## src/rvCorePkg.sv

```systemverilog
// RV32I opcode constants, ALU operation and write-back enums, decode control structs
`default_nettype none

package rvCorePkg;

    // Default PC after reset, overridden from the top level
    localparam logic [31:0] resetVectorDefault = 32'h0000_0000;

    // Major opcodes, bits 6:0 of the instruction word
    localparam logic [6:0] opLui    = 7'b0110111;
    localparam logic [6:0] opAuipc  = 7'b0010111;
    localparam logic [6:0] opJal    = 7'b1101111;
    localparam logic [6:0] opJalr   = 7'b1100111;
    localparam logic [6:0] opBranch = 7'b1100011;
    localparam logic [6:0] opLoad   = 7'b0000011;
    localparam logic [6:0] opStore  = 7'b0100011;
    localparam logic [6:0] opImm    = 7'b0010011;
    localparam logic [6:0] opReg    = 7'b0110011;

    // ALU operations
    // PassB hands the second operand straight through, used by LUI
    typedef enum logic [3:0] {
        aluAdd   = 4'd0,
        aluSub   = 4'd1,
        aluSll   = 4'd2,
        aluSlt   = 4'd3,
        aluSltu  = 4'd4,
        aluXor   = 4'd5,
        aluSrl   = 4'd6,
        aluSra   = 4'd7,
        aluOr    = 4'd8,
        aluAnd   = 4'd9,
        aluPassB = 4'd10
    } aluOpT;

    // Write-back source select
    // Zero encoding is the ALU so a cleared control word stays harmless
    typedef enum logic [1:0] {
        wbAlu = 2'd0,
        wbMem = 2'd1,
        wbPc4 = 2'd2
    } wbSelT;

    // Control bits produced by the decoder
    typedef struct packed {
        logic  regWrite;
        logic  memRead;
        logic  memWrite;
        logic  aluSrcImm;  // Operand B is the immediate
        logic  aluSrcPc;   // Operand A is the PC
        logic  branch;
        logic  jump;       // JAL
        logic  jumpReg;    // JALR
        wbSelT wbSel;
    } ctrlT;

    // Full decode result for one instruction word
    typedef struct packed {
        logic [4:0]  rd;
        logic [4:0]  rs1;
        logic [4:0]  rs2;
        logic [2:0]  funct3;
        logic [31:0] imm;      // Already sign extended
        aluOpT       aluOp;
        ctrlT        ctrl;
        logic        illegal;
    } decodedT;

endpackage

`default_nettype wire
```

## src/rvCore.sv

```systemverilog
// Single-cycle RV32I core top with operand muxing, write-back select and data port
`timescale 1ns/10ps
`default_nettype none

module rvCore #(
    parameter logic [31:0] resetVector = rvCorePkg::resetVectorDefault
) (
    input  wire logic        clock,
    input  wire logic        rst,
    output logic      [31:0] instrAddr,
    input  wire logic [31:0] instr,
    output logic      [31:0] dataAddr,
    output logic      [31:0] dataWdata,
    output logic             dataWe,
    output logic             dataRe,
    input  wire logic [31:0] dataRdata,
    output logic             illegal
);

    import rvCorePkg::*;

    decodedT     dec;
    logic [31:0] pc;
    logic [31:0] pcPlus4;
    logic [31:0] rdata1;
    logic [31:0] rdata2;
    logic [31:0] opA;
    logic [31:0] opB;
    logic [31:0] aluResult;
    logic [31:0] wbData;
    logic        branchTaken;
    logic        regWe;

    fetchUnit #(.resetVector(resetVector)) fetch0 (
        .clock(clock), .rst(rst), .ctrl(dec.ctrl), .illegal(dec.illegal),
        .branchTaken(branchTaken), .imm(dec.imm), .jumpTarget(aluResult), .pc(pc)
    );

    instrDecode decode0 (.instr(instr), .dec(dec));

    regFile regs0 (
        .clock(clock), .rst(rst), .rs1(dec.rs1), .rs2(dec.rs2), .rd(dec.rd),
        .writeEnable(regWe), .writeData(wbData), .rdata1(rdata1), .rdata2(rdata2)
    );

    aluUnit alu0 (
        .opA(opA), .opB(opB), .aluOp(dec.aluOp), .funct3(dec.funct3),
        .result(aluResult), .branchTaken(branchTaken)
    );

    // Operand select
    assign opA     = dec.ctrl.aluSrcPc ? pc : rdata1;
    assign opB     = dec.ctrl.aluSrcImm ? dec.imm : rdata2;
    assign pcPlus4 = pc + 32'd4;

    // Write-back source, link address for jumps
    always_comb
    begin
        case (dec.ctrl.wbSel)
            wbMem:   wbData = dataRdata;
            wbPc4:   wbData = pcPlus4;
            default: wbData = aluResult;
        endcase
    end

    // No register or memory side effects from an undecoded word
    assign regWe     = dec.ctrl.regWrite && !dec.illegal;
    assign dataWe    = dec.ctrl.memWrite && !dec.illegal;
    assign dataRe    = dec.ctrl.memRead && !dec.illegal;
    assign dataAddr  = aluResult;
    assign dataWdata = rdata2;
    assign instrAddr = pc;
    assign illegal   = dec.illegal;

endmodule

`default_nettype wire

```

## src/fetchUnit.sv

```systemverilog
// PC register with reset vector, next-PC selection and halt on illegal instruction
`timescale 1ns/10ps
`default_nettype none

module fetchUnit #(
    parameter logic [31:0] resetVector = rvCorePkg::resetVectorDefault
) (
    input  wire logic        clock,
    input  wire logic        rst,
    input  rvCorePkg::ctrlT  ctrl,
    input  wire logic        illegal,
    input  wire logic        branchTaken,
    input  wire logic [31:0] imm,
    input  wire logic [31:0] jumpTarget,
    output logic      [31:0] pc
);

    logic [31:0] nextPc;
    logic        takeRelative;

    // JAL or a taken branch both go PC relative
    assign takeRelative = ctrl.jump || (ctrl.branch && branchTaken);

    always_comb
    begin
        if (ctrl.jumpReg)
        begin
            // JALR target with bit 0 cleared
            nextPc = {jumpTarget[31:1], 1'b0};
        end
        else if (takeRelative)
        begin
            nextPc = pc + imm;
        end
        else
        begin
            nextPc = pc + 32'd4;
        end
    end

    always_ff @(posedge clock)
    begin
        if (rst)
        begin
            pc <= resetVector;
        end
        else if (!illegal)
        begin
            // Hold here forever once an undecoded word shows up
            pc <= nextPc;
        end
    end

endmodule

`default_nettype wire

```

## src/aluUnit.sv

```systemverilog
// Combinational RV32I ALU with branch condition evaluation
`timescale 1ns/10ps
`default_nettype none

module aluUnit (
    input  wire logic [31:0]   opA,
    input  wire logic [31:0]   opB,
    input  rvCorePkg::aluOpT   aluOp,
    input  wire logic [2:0]    funct3,
    output logic      [31:0]   result,
    output logic               branchTaken
);

    import rvCorePkg::*;

    // Shift amount is the low five bits of operand B
    logic [4:0] shamt;
    logic       isEqual;
    logic       isLess;
    logic       isLessU;

    assign shamt   = opB[4:0];
    assign isEqual = (opA == opB);
    assign isLess  = ($signed(opA) < $signed(opB));
    assign isLessU = (opA < opB);

    always_comb
    begin
        case (aluOp)
            aluAdd:   result = opA + opB;
            aluSub:   result = opA - opB;
            aluSll:   result = opA << shamt;
            aluSlt:   result = {31'd0, isLess};
            aluSltu:  result = {31'd0, isLessU};
            aluXor:   result = opA ^ opB;
            aluSrl:   result = opA >> shamt;
            aluSra:   result = $unsigned($signed(opA) >>> shamt);
            aluOr:    result = opA | opB;
            aluAnd:   result = opA & opB;
            aluPassB: result = opB;
            default:  result = 32'h0000_0000;
        endcase
    end

    // Branch condition by funct3
    // Only meaningful while a branch is decoded
    always_comb
    begin
        case (funct3)
            3'b000:  branchTaken = isEqual;    // BEQ
            3'b001:  branchTaken = !isEqual;   // BNE
            3'b100:  branchTaken = isLess;     // BLT
            3'b101:  branchTaken = !isLess;    // BGE
            3'b110:  branchTaken = isLessU;    // BLTU
            3'b111:  branchTaken = !isLessU;   // BGEU
            default: branchTaken = 1'b0;
        endcase
    end

endmodule

`default_nettype wire

```

## src/regFile.sv

```systemverilog
// Register file of 32 x 32 bits, two read ports, one write port, x0 tied to zero
`timescale 1ns/10ps
`default_nettype none

module regFile (
    input  wire logic        clock,
    input  wire logic        rst,
    input  wire logic [4:0]  rs1,
    input  wire logic [4:0]  rs2,
    input  wire logic [4:0]  rd,
    input  wire logic        writeEnable,
    input  wire logic [31:0] writeData,
    output logic      [31:0] rdata1,
    output logic      [31:0] rdata2
);

    // Only x1..x31 have storage
    logic [31:0] regs [31:1];

    always_ff @(posedge clock)
    begin
        if (rst)
        begin
            for (int i = 1; i < 32; i++)
            begin
                regs[i] <= 32'h0000_0000;
            end
        end
        else if (writeEnable && (rd != 5'd0))
        begin
            // Writes to x0 fall through here and are lost
            regs[rd] <= writeData;
        end
    end

    // Combinational reads, x0 forced to zero
    assign rdata1 = (rs1 == 5'd0) ? 32'h0000_0000 : regs[rs1];
    assign rdata2 = (rs2 == 5'd0) ? 32'h0000_0000 : regs[rs2];

endmodule

`default_nettype wire

```

## src/instrDecode.sv

```systemverilog
// RV32I instruction decoder with immediate generation, control setup and illegal detection
`timescale 1ns/10ps
`default_nettype none

module instrDecode (
    input  wire logic [31:0]        instr,
    output rvCorePkg::decodedT      dec
);

    import rvCorePkg::*;

    // Raw instruction fields
    logic [6:0]  opcode;
    logic [2:0]  funct3;
    logic [6:0]  funct7;

    // Immediates for each format
    logic [31:0] immI;
    logic [31:0] immS;
    logic [31:0] immB;
    logic [31:0] immU;
    logic [31:0] immJ;

    // Decode results before packing
    logic [31:0] immValue;
    aluOpT       aluOpSel;
    ctrlT        ctrlBits;
    logic        isIllegal;

    assign opcode = instr[6:0];
    assign funct3 = instr[14:12];
    assign funct7 = instr[31:25];

    // Sign bit is always instr[31]
    assign immI = {{20{instr[31]}}, instr[31:20]};
    assign immS = {{20{instr[31]}}, instr[31:25], instr[11:7]};
    assign immB = {{19{instr[31]}}, instr[31], instr[7], instr[30:25], instr[11:8], 1'b0};
    assign immU = {instr[31:12], 12'h000};
    assign immJ = {{11{instr[31]}}, instr[31], instr[19:12], instr[20], instr[30:21], 1'b0};

    always_comb
    begin
        // Defaults, overridden per opcode
        ctrlBits  = '0;
        aluOpSel  = aluAdd;
        immValue  = immI;
        isIllegal = 1'b0;

        case (opcode)
            opLui:
            begin
                immValue           = immU;
                aluOpSel           = aluPassB;
                ctrlBits.regWrite  = 1'b1;
                ctrlBits.aluSrcImm = 1'b1;
            end
            opAuipc:
            begin
                // PC plus upper immediate
                immValue           = immU;
                ctrlBits.regWrite  = 1'b1;
                ctrlBits.aluSrcImm = 1'b1;
                ctrlBits.aluSrcPc  = 1'b1;
            end
            opJal:
            begin
                immValue          = immJ;
                ctrlBits.regWrite = 1'b1;
                ctrlBits.jump     = 1'b1;
                ctrlBits.wbSel    = wbPc4;
            end
            opJalr:
            begin
                // Target is rs1 plus imm, computed in the ALU
                ctrlBits.regWrite  = 1'b1;
                ctrlBits.jumpReg   = 1'b1;
                ctrlBits.aluSrcImm = 1'b1;
                ctrlBits.wbSel     = wbPc4;
                isIllegal          = (funct3 != 3'b000);
            end
            opBranch:
            begin
                immValue        = immB;
                aluOpSel        = aluSub;
                ctrlBits.branch = 1'b1;
                // funct3 010 and 011 are not branches
                isIllegal       = (funct3 == 3'b010) || (funct3 == 3'b011);
            end
            opLoad:
            begin
                // Word loads only
                ctrlBits.regWrite  = 1'b1;
                ctrlBits.memRead   = 1'b1;
                ctrlBits.aluSrcImm = 1'b1;
                ctrlBits.wbSel     = wbMem;
                isIllegal          = (funct3 != 3'b010);
            end
            opStore:
            begin
                immValue           = immS;
                ctrlBits.memWrite  = 1'b1;
                ctrlBits.aluSrcImm = 1'b1;
                isIllegal          = (funct3 != 3'b010);
            end
            opImm:
            begin
                ctrlBits.regWrite  = 1'b1;
                ctrlBits.aluSrcImm = 1'b1;
                case (funct3)
                    3'b000: aluOpSel = aluAdd;
                    3'b010: aluOpSel = aluSlt;
                    3'b011: aluOpSel = aluSltu;
                    3'b100: aluOpSel = aluXor;
                    3'b110: aluOpSel = aluOr;
                    3'b111: aluOpSel = aluAnd;
                    3'b001:
                    begin
                        aluOpSel  = aluSll;
                        isIllegal = (funct7 != 7'b0000000);
                    end
                    default:
                    begin
                        // SRLI or SRAI, bit 30 picks arithmetic
                        aluOpSel  = instr[30] ? aluSra : aluSrl;
                        isIllegal = ((funct7 & 7'b1011111) != 7'b0000000);
                    end
                endcase
            end
            opReg:
            begin
                ctrlBits.regWrite = 1'b1;
                case (funct3)
                    3'b000:  aluOpSel = instr[30] ? aluSub : aluAdd;
                    3'b001:  aluOpSel = aluSll;
                    3'b010:  aluOpSel = aluSlt;
                    3'b011:  aluOpSel = aluSltu;
                    3'b100:  aluOpSel = aluXor;
                    3'b101:  aluOpSel = instr[30] ? aluSra : aluSrl;
                    3'b110:  aluOpSel = aluOr;
                    default: aluOpSel = aluAnd;
                endcase
                // Bit 30 only valid for SUB and SRA
                isIllegal = ((funct7 & 7'b1011111) != 7'b0000000) ||
                            (instr[30] && (funct3 != 3'b000) && (funct3 != 3'b101));
            end
            default:
            begin
                // FENCE, SYSTEM, zero word and anything unknown
                isIllegal = 1'b1;
            end
        endcase

        // No side effects from an undecoded word
        if (isIllegal)
        begin
            ctrlBits = '0;
        end
    end

    assign dec = '{rd: instr[11:7], rs1: instr[19:15], rs2: instr[24:20], funct3: funct3,
                   imm: immValue, aluOp: aluOpSel, ctrl: ctrlBits, illegal: isIllegal};

endmodule

`default_nettype wire

```

## config.mk

```make
export PLATFORM = sky130hd
export DESIGN_NAME = rvCore
export DESIGN_NICKNAME = d
export VERILOG_FILES = /design/src/rvCorePkg.sv /design/src/rvCore.sv /design/src/fetchUnit.sv /design/src/aluUnit.sv /design/src/regFile.sv /design/src/instrDecode.sv
export SDC_FILE = /design/constraint.sdc
export NUM_CORES = 2
export LEC_CHECK = 0
export CAP_MARGIN = 20
export CORE_UTILIZATION = 67
export CTS_CLUSTER_DIAMETER = 150
export DETAILED_ROUTE_END_ITERATION = 6
export DONT_BUFFER_PORTS = 1
export PLACE_DENSITY = 0.83
export RECOVER_POWER = 25
export SYNTH_ARGS = -nofsm -noshare
export SYNTH_HDL_FRONTEND = slang
export SYNTH_SLANG_ARGS = --single-unit
```

## constraint.sdc

```tcl
create_clock -name clock -period 17.1 [get_ports clock]
set_clock_uncertainty 0.1 [all_clocks]
set_input_delay 0 -clock clock [delete_from_list [all_inputs] [get_ports clock]]
set_output_delay 0 -clock clock [all_outputs]
set_load 0.03 [all_outputs]
```

==> metrics.yaml, run 1 <==
floorplanning:
  die_h_um: 321
  fp-row-count: 116
  ios: 165
  initial_utilization_pct: 67.9
  die_w_um: 321
outcome:
  status: "stopped before the end"
  lastStage: "global routing"
  first-error: "[ERROR GRT-0232] Routing congestion too high. Check the congestion heatmap in the GUI."
clock_tree:
  hold_buffers: 44
  ctsLongestPathBuffers: 3
  cts_max_level: 3
  post_cts_buffers: 0
  cts_made_buffers: 96
  clock-root-buffer: "clkbuf_16"
  ctsResizeCount: 0
  numClockSinks: 1056
yosys:
  synth_cell_types: 104
  synth_top_cell_by_area: "edfxtp_1"
  ys_async_sr_fraction_pct: 0
  synth_top_family_by_area: "multiplexers"
  ys_seq_area_share_pct: 45.9
  synth-seq-cells: 1056
  synthXorXnorAreaFrac_pct: 1.05
  synth_edf_count: 1024
  synth_top_area_share_pct: 45.0
  synthFlopType: "edfxtp_1"
  synth_mux_area_share_pct: 19.7
  syn_area_per_cell_um2: 11.1
  syn_area_um2: 68300
  synth_warnings: 0
  synth_commonest_cells: "1221 x nor2_1, 1024 x edfxtp_1, 391 x mux4_2"
  synth_area_leaders: "edfxtp_1 45%, mux4_2 13%, nor2_1 6.7%"
  synth-adder-area-share_pct: 2.49
  yosysMostFrequentCell: "nor2_1"
  synthSimpleGateAreaFrac_pct: 12.4
  syn-instance-count: 6146
  synth_compound_area_share_pct: 13.6
global_route:
  grt_overflow: 30
  grtUsageTotal_pct: 76.8
  grt_max_degree: 334
place:
  io_buffer_count: 0
  place.gp.congestion: 1.19
  dp_hpwl_um: 201000
cells by family after synthesis:
family / count (synthesis)
AND/OR/NAND/NOR: 1957
buffers and inverters: 749
flip-flops: 1056
adder cells (fa/ha/maj): 134
AO/OA/AOI/OAI: 1327
multiplexers: 840
other: 1
XOR/XNOR: 82
routing by layer:
| metal | global-route usage (%) | overflow |
|---|---|---|
| met1 | 75.9 | 1 |
| met2 | 92.2 | 9 |
| met5 | 41.7 | 2 |
| met3 | 63.2 | 6 |
| met4 | 75.6 | 12 |
through the flow:
stage	util [%]	cells	instance area (um^2)	setup WS, ns
after floorplan	-	6177	68500	9.43
after global placement	69.1	7165	69500	8.84
after detailed placement	69.2	7174	69600	8.51
after CTS	72.7	7396	73200	8.82
==> run 2, diff against run 1 <==
- CORE_UTILIZATION: 67 -> 40
- CTS_CLUSTER_DIAMETER: 150 -> not set
- PLACE_DENSITY: 0.83 -> not set
- PLACE_DENSITY_LB_ADDON: not set -> 0.15
==> metrics.yaml, run 2 <==
worst_setup_path:
  rrSetupSlack_ns: 7.86
  rr_endpoint: "fetch0.pc[12]$_SDFFE_PP0N_"
  crit_required_ns: 17.68
  reg2reg_from: "regs0.regs[15][0]$_SDFFCE_PN0P_"
  worst_ep_arrival_time_ns: 12.12
  critPathLaunchType: "input port"
  cpPeakStageDelay_ns: 2.22
  cp-end-kind: "flop"
  critPathMaxFanout: 231
  critPathSlowestCell: "clkbuf_1"
  reg2reg_depth: 26
  timing.critical_path.from: "instr[21]"
  critPathKind: "input port to flop"
  crit_path_end: "fetch0.pc[12]$_SDFFE_PP0N_"
  crit_chain: "or3_2, clkbuf_1, nor3_1, clkbuf_1, nor3_1, mux2_2, inv_1, ha_1, inv_1, nor2_1, nand4_1, a2111oi_0, nor3_1, xor2_1, a31o_2, buf_4, and2_1, nand4_1, dlygate4sd3_1, nand4_1, dlygate4sd3_1"
global_route:
  grt_pass1_wl_um: 448000
  grt_pass1_vias: 55000
  antenna_found_initial: 25
  grt_overflow: 0
  grtUsageTotal_pct: 37.0
  grt_max_degree: 334
clock_tree:
  clk_pin_slew_ns: 0.07
  numClockSinks: 1056
  cts_made_buffers: 112
  ctsLongestPathBuffers: 3
  post_cts_buffers: 0
  clock-root-buffer: "clkbuf_16"
  cts_tree: "yes"
  cts_max_level: 3
  clkLatencyLatePin_ns: 0.76
floorplanning:
  coreArea_um2: 169000
  fp-row-count: 151
  dieArea_um2: 172000
  die_h_um: 415
  initial_utilization_pct: 40.3
  ios: 165
  die_w_um: 415
power:
  p_leak_nw: 28.1
  sw_frac_of_total_pct: 36.3
  p_switching_mw: 2.86
  ir_drop_mv: 0.0790
  finalPower_mw: 7.88
  internal-power_mw: 5.02
  p_seq_share_pct: 38.1
  pwr-share-clk_pct: 31.4
  powerDensity_nw_per_um2: 105
  comb_power_share_pct: 30.5
finish:
  post-route-util_pct: 44.3
  syn_to_final_growth_pct: 9.79
  design_area_um2: 75000
  multi_input_area_um2: 34200
  nets: 6223
  layout_commonest_cell: "nor2_1"
  top_register: "regs0.regs"
  reg_top3: "regs0.regs (1024), fetch0.pc (32)"
  drive_gt1_share_pct: 17.0
  layout_common_cells: "1216 x nor2_1, 1024 x edfxtp_1, 391 x mux4_2"
  ff_latch_area_um2: 31400
  fillCellCount: 15700
  largest_reg_flops: 1024
min_path:
  holdPathStages: 8
  min_path_type: "input port to flop"
routing:
  drt_iter0_drc: 8085
  wl_per_cell_um: 38.9
  wirelength_um: 325000
  drt_first_pass_iters: 7
  drc_errors: 4
  vias: 57300
  final_antenna_net_count: 0
  via_per_inst: 6.86
timing:
  grt_setup_unrepaired: "no"
  slew_headroom_pct: -127
  period_share_pct: 67.4
  period_needed_ns: 11.53
  final-max-slew-violation-count: 1105
  clock.fmax_ghz: 0.0867
  tns_ns: 0
  fin_ws_ns: 5.57
  hold_violations: 0
  worstMarginPinSlew_ns: 3.41
  setup_viol: 0
yosys:
  synth_commonest_cells: "1221 x nor2_1, 1024 x edfxtp_1, 391 x mux4_2"
  syn_area_um2: 68300
  synth_area_leaders: "edfxtp_1 45%, mux4_2 13%, nor2_1 6.7%"
  ys_seq_area_share_pct: 45.9
  syn_area_per_cell_um2: 11.1
  synthFlopType: "edfxtp_1"
  synth_edf_count: 1024
  synth_top_area_share_pct: 45.0
  synth_warnings: 0
  syn-instance-count: 6146
  ys_async_sr_fraction_pct: 0
  synth-seq-cells: 1056
  yosysMostFrequentCell: "nor2_1"
  synth_cell_types: 104
  synth_top_cell_by_area: "edfxtp_1"
job:
  max_cap_viol_count: 44
place:
  io_buffer_count: 0
  place.gp.congestion: 1.05
  dp_slack_ns: 8.86
  place_area_um2: 71000
  dp_hpwl_um: 208000
outcome:
  violations: "design-rule violations, max-capacitance violations, max-slew violations"
  status: "finished with violations"
run 2: cell counts after synthesis:
Identical to the previous run, type by type.
run 2: power by group through the flow:
stage          combinational, mW  clock, mW  sequential (mW)
2_1_floorplan               1.48          0             3.03
3_3_place_gp                2.27          0             3.04
3_5_place_dp                2.27          0             3.05
4_1_cts                     2.30       2.49             2.99
5_1_grt                     2.46       2.58             3.01
6_report                    2.40       2.48             3.00
run 2: cell families after synthesis:
logic type	after synthesis	share of synthesized area (%)
compound gates	1327	13.6
xor+xnor	82	1.05
fa+ha+maj	134	2.49
buf+inv	749	4.86
flops	1056	45.9
mux	840	19.7
other cells	1	0.00549
simple gates	1957	12.4
run 2: worst max-delay path: cells and delay by family:
kind | cells | cell delay [ns]
adder cells (fa/ha/maj) | 1 | 0.49
multiplexers | 1 | 0.48
XOR/XNOR | 1 | 0.17
buffers and inverters | 7 | 5.18
AND/OR/NAND/NOR | 9 | 4.45
AO/OA/AOI/OAI | 2 | 0.88
run 2: area by class of cell:
type	instances	share of cell area, %
repair buffers	307	3.16
clock inverters	66	0.847
clock buffers	137	3.95
flip-flops and latches	1056	41.8
diodes	24	0.0800
multi-input cells	4372	45.6
inverters	174	0.871
well taps	2218	3.70
run 2: how the worst min path moves through the flow:
stage	startpoint	end	slack [ns]
after floorplan	instr[31]	fetch0.pc[31]$_SDFFE_PP0N_	0.22
after global placement	instr[6]	dataRe	0.01
after detailed placement	instr[6]	dataRe	0.009
after CTS	instr[8]	fetch0.pc[1]$_SDFFE_PP0P_	0.001
after global routing	rst	regs0.regs[15][13]$_SDFFCE_PN0P_	0.04
final	instr[18]	fetch0.pc[19]$_SDFFE_PP0N_	0.05
run 2: what timing repair did:
action / CTS / global route
hold endpoints to repair: 906 / 0
hold buffers: 63 / 0
resized for setup: 0 / 0
run 2: per-stage QoR:
step | hold slack [ns] | instances
5_1_grt | 0.0435 | 8345
3_3_place_gp | 0.0116 | 8050
6_report | 0.0523 | 8354
3_5_place_dp | 0.00881 | 8056
2_1_floorplan | 0.219 | 6177
4_1_cts | 0.00134 | 8322
run 2: layer usage:
metal / track usage [%] / wire length (um) / share of wire, % / vias to the layer above
met2: 57.9 / 147000 / 45 / 4166
met4: 27.0 / 27900 / 8.6 / 8
li1: - / - / - / 23100
met3: 9.26 / 35600 / 11 / 1061
met5: 0.333 / 79 / 0.024 / -
met1: 44.2 / 115000 / 35 / 28900
(Power assumes the default switching activity.)
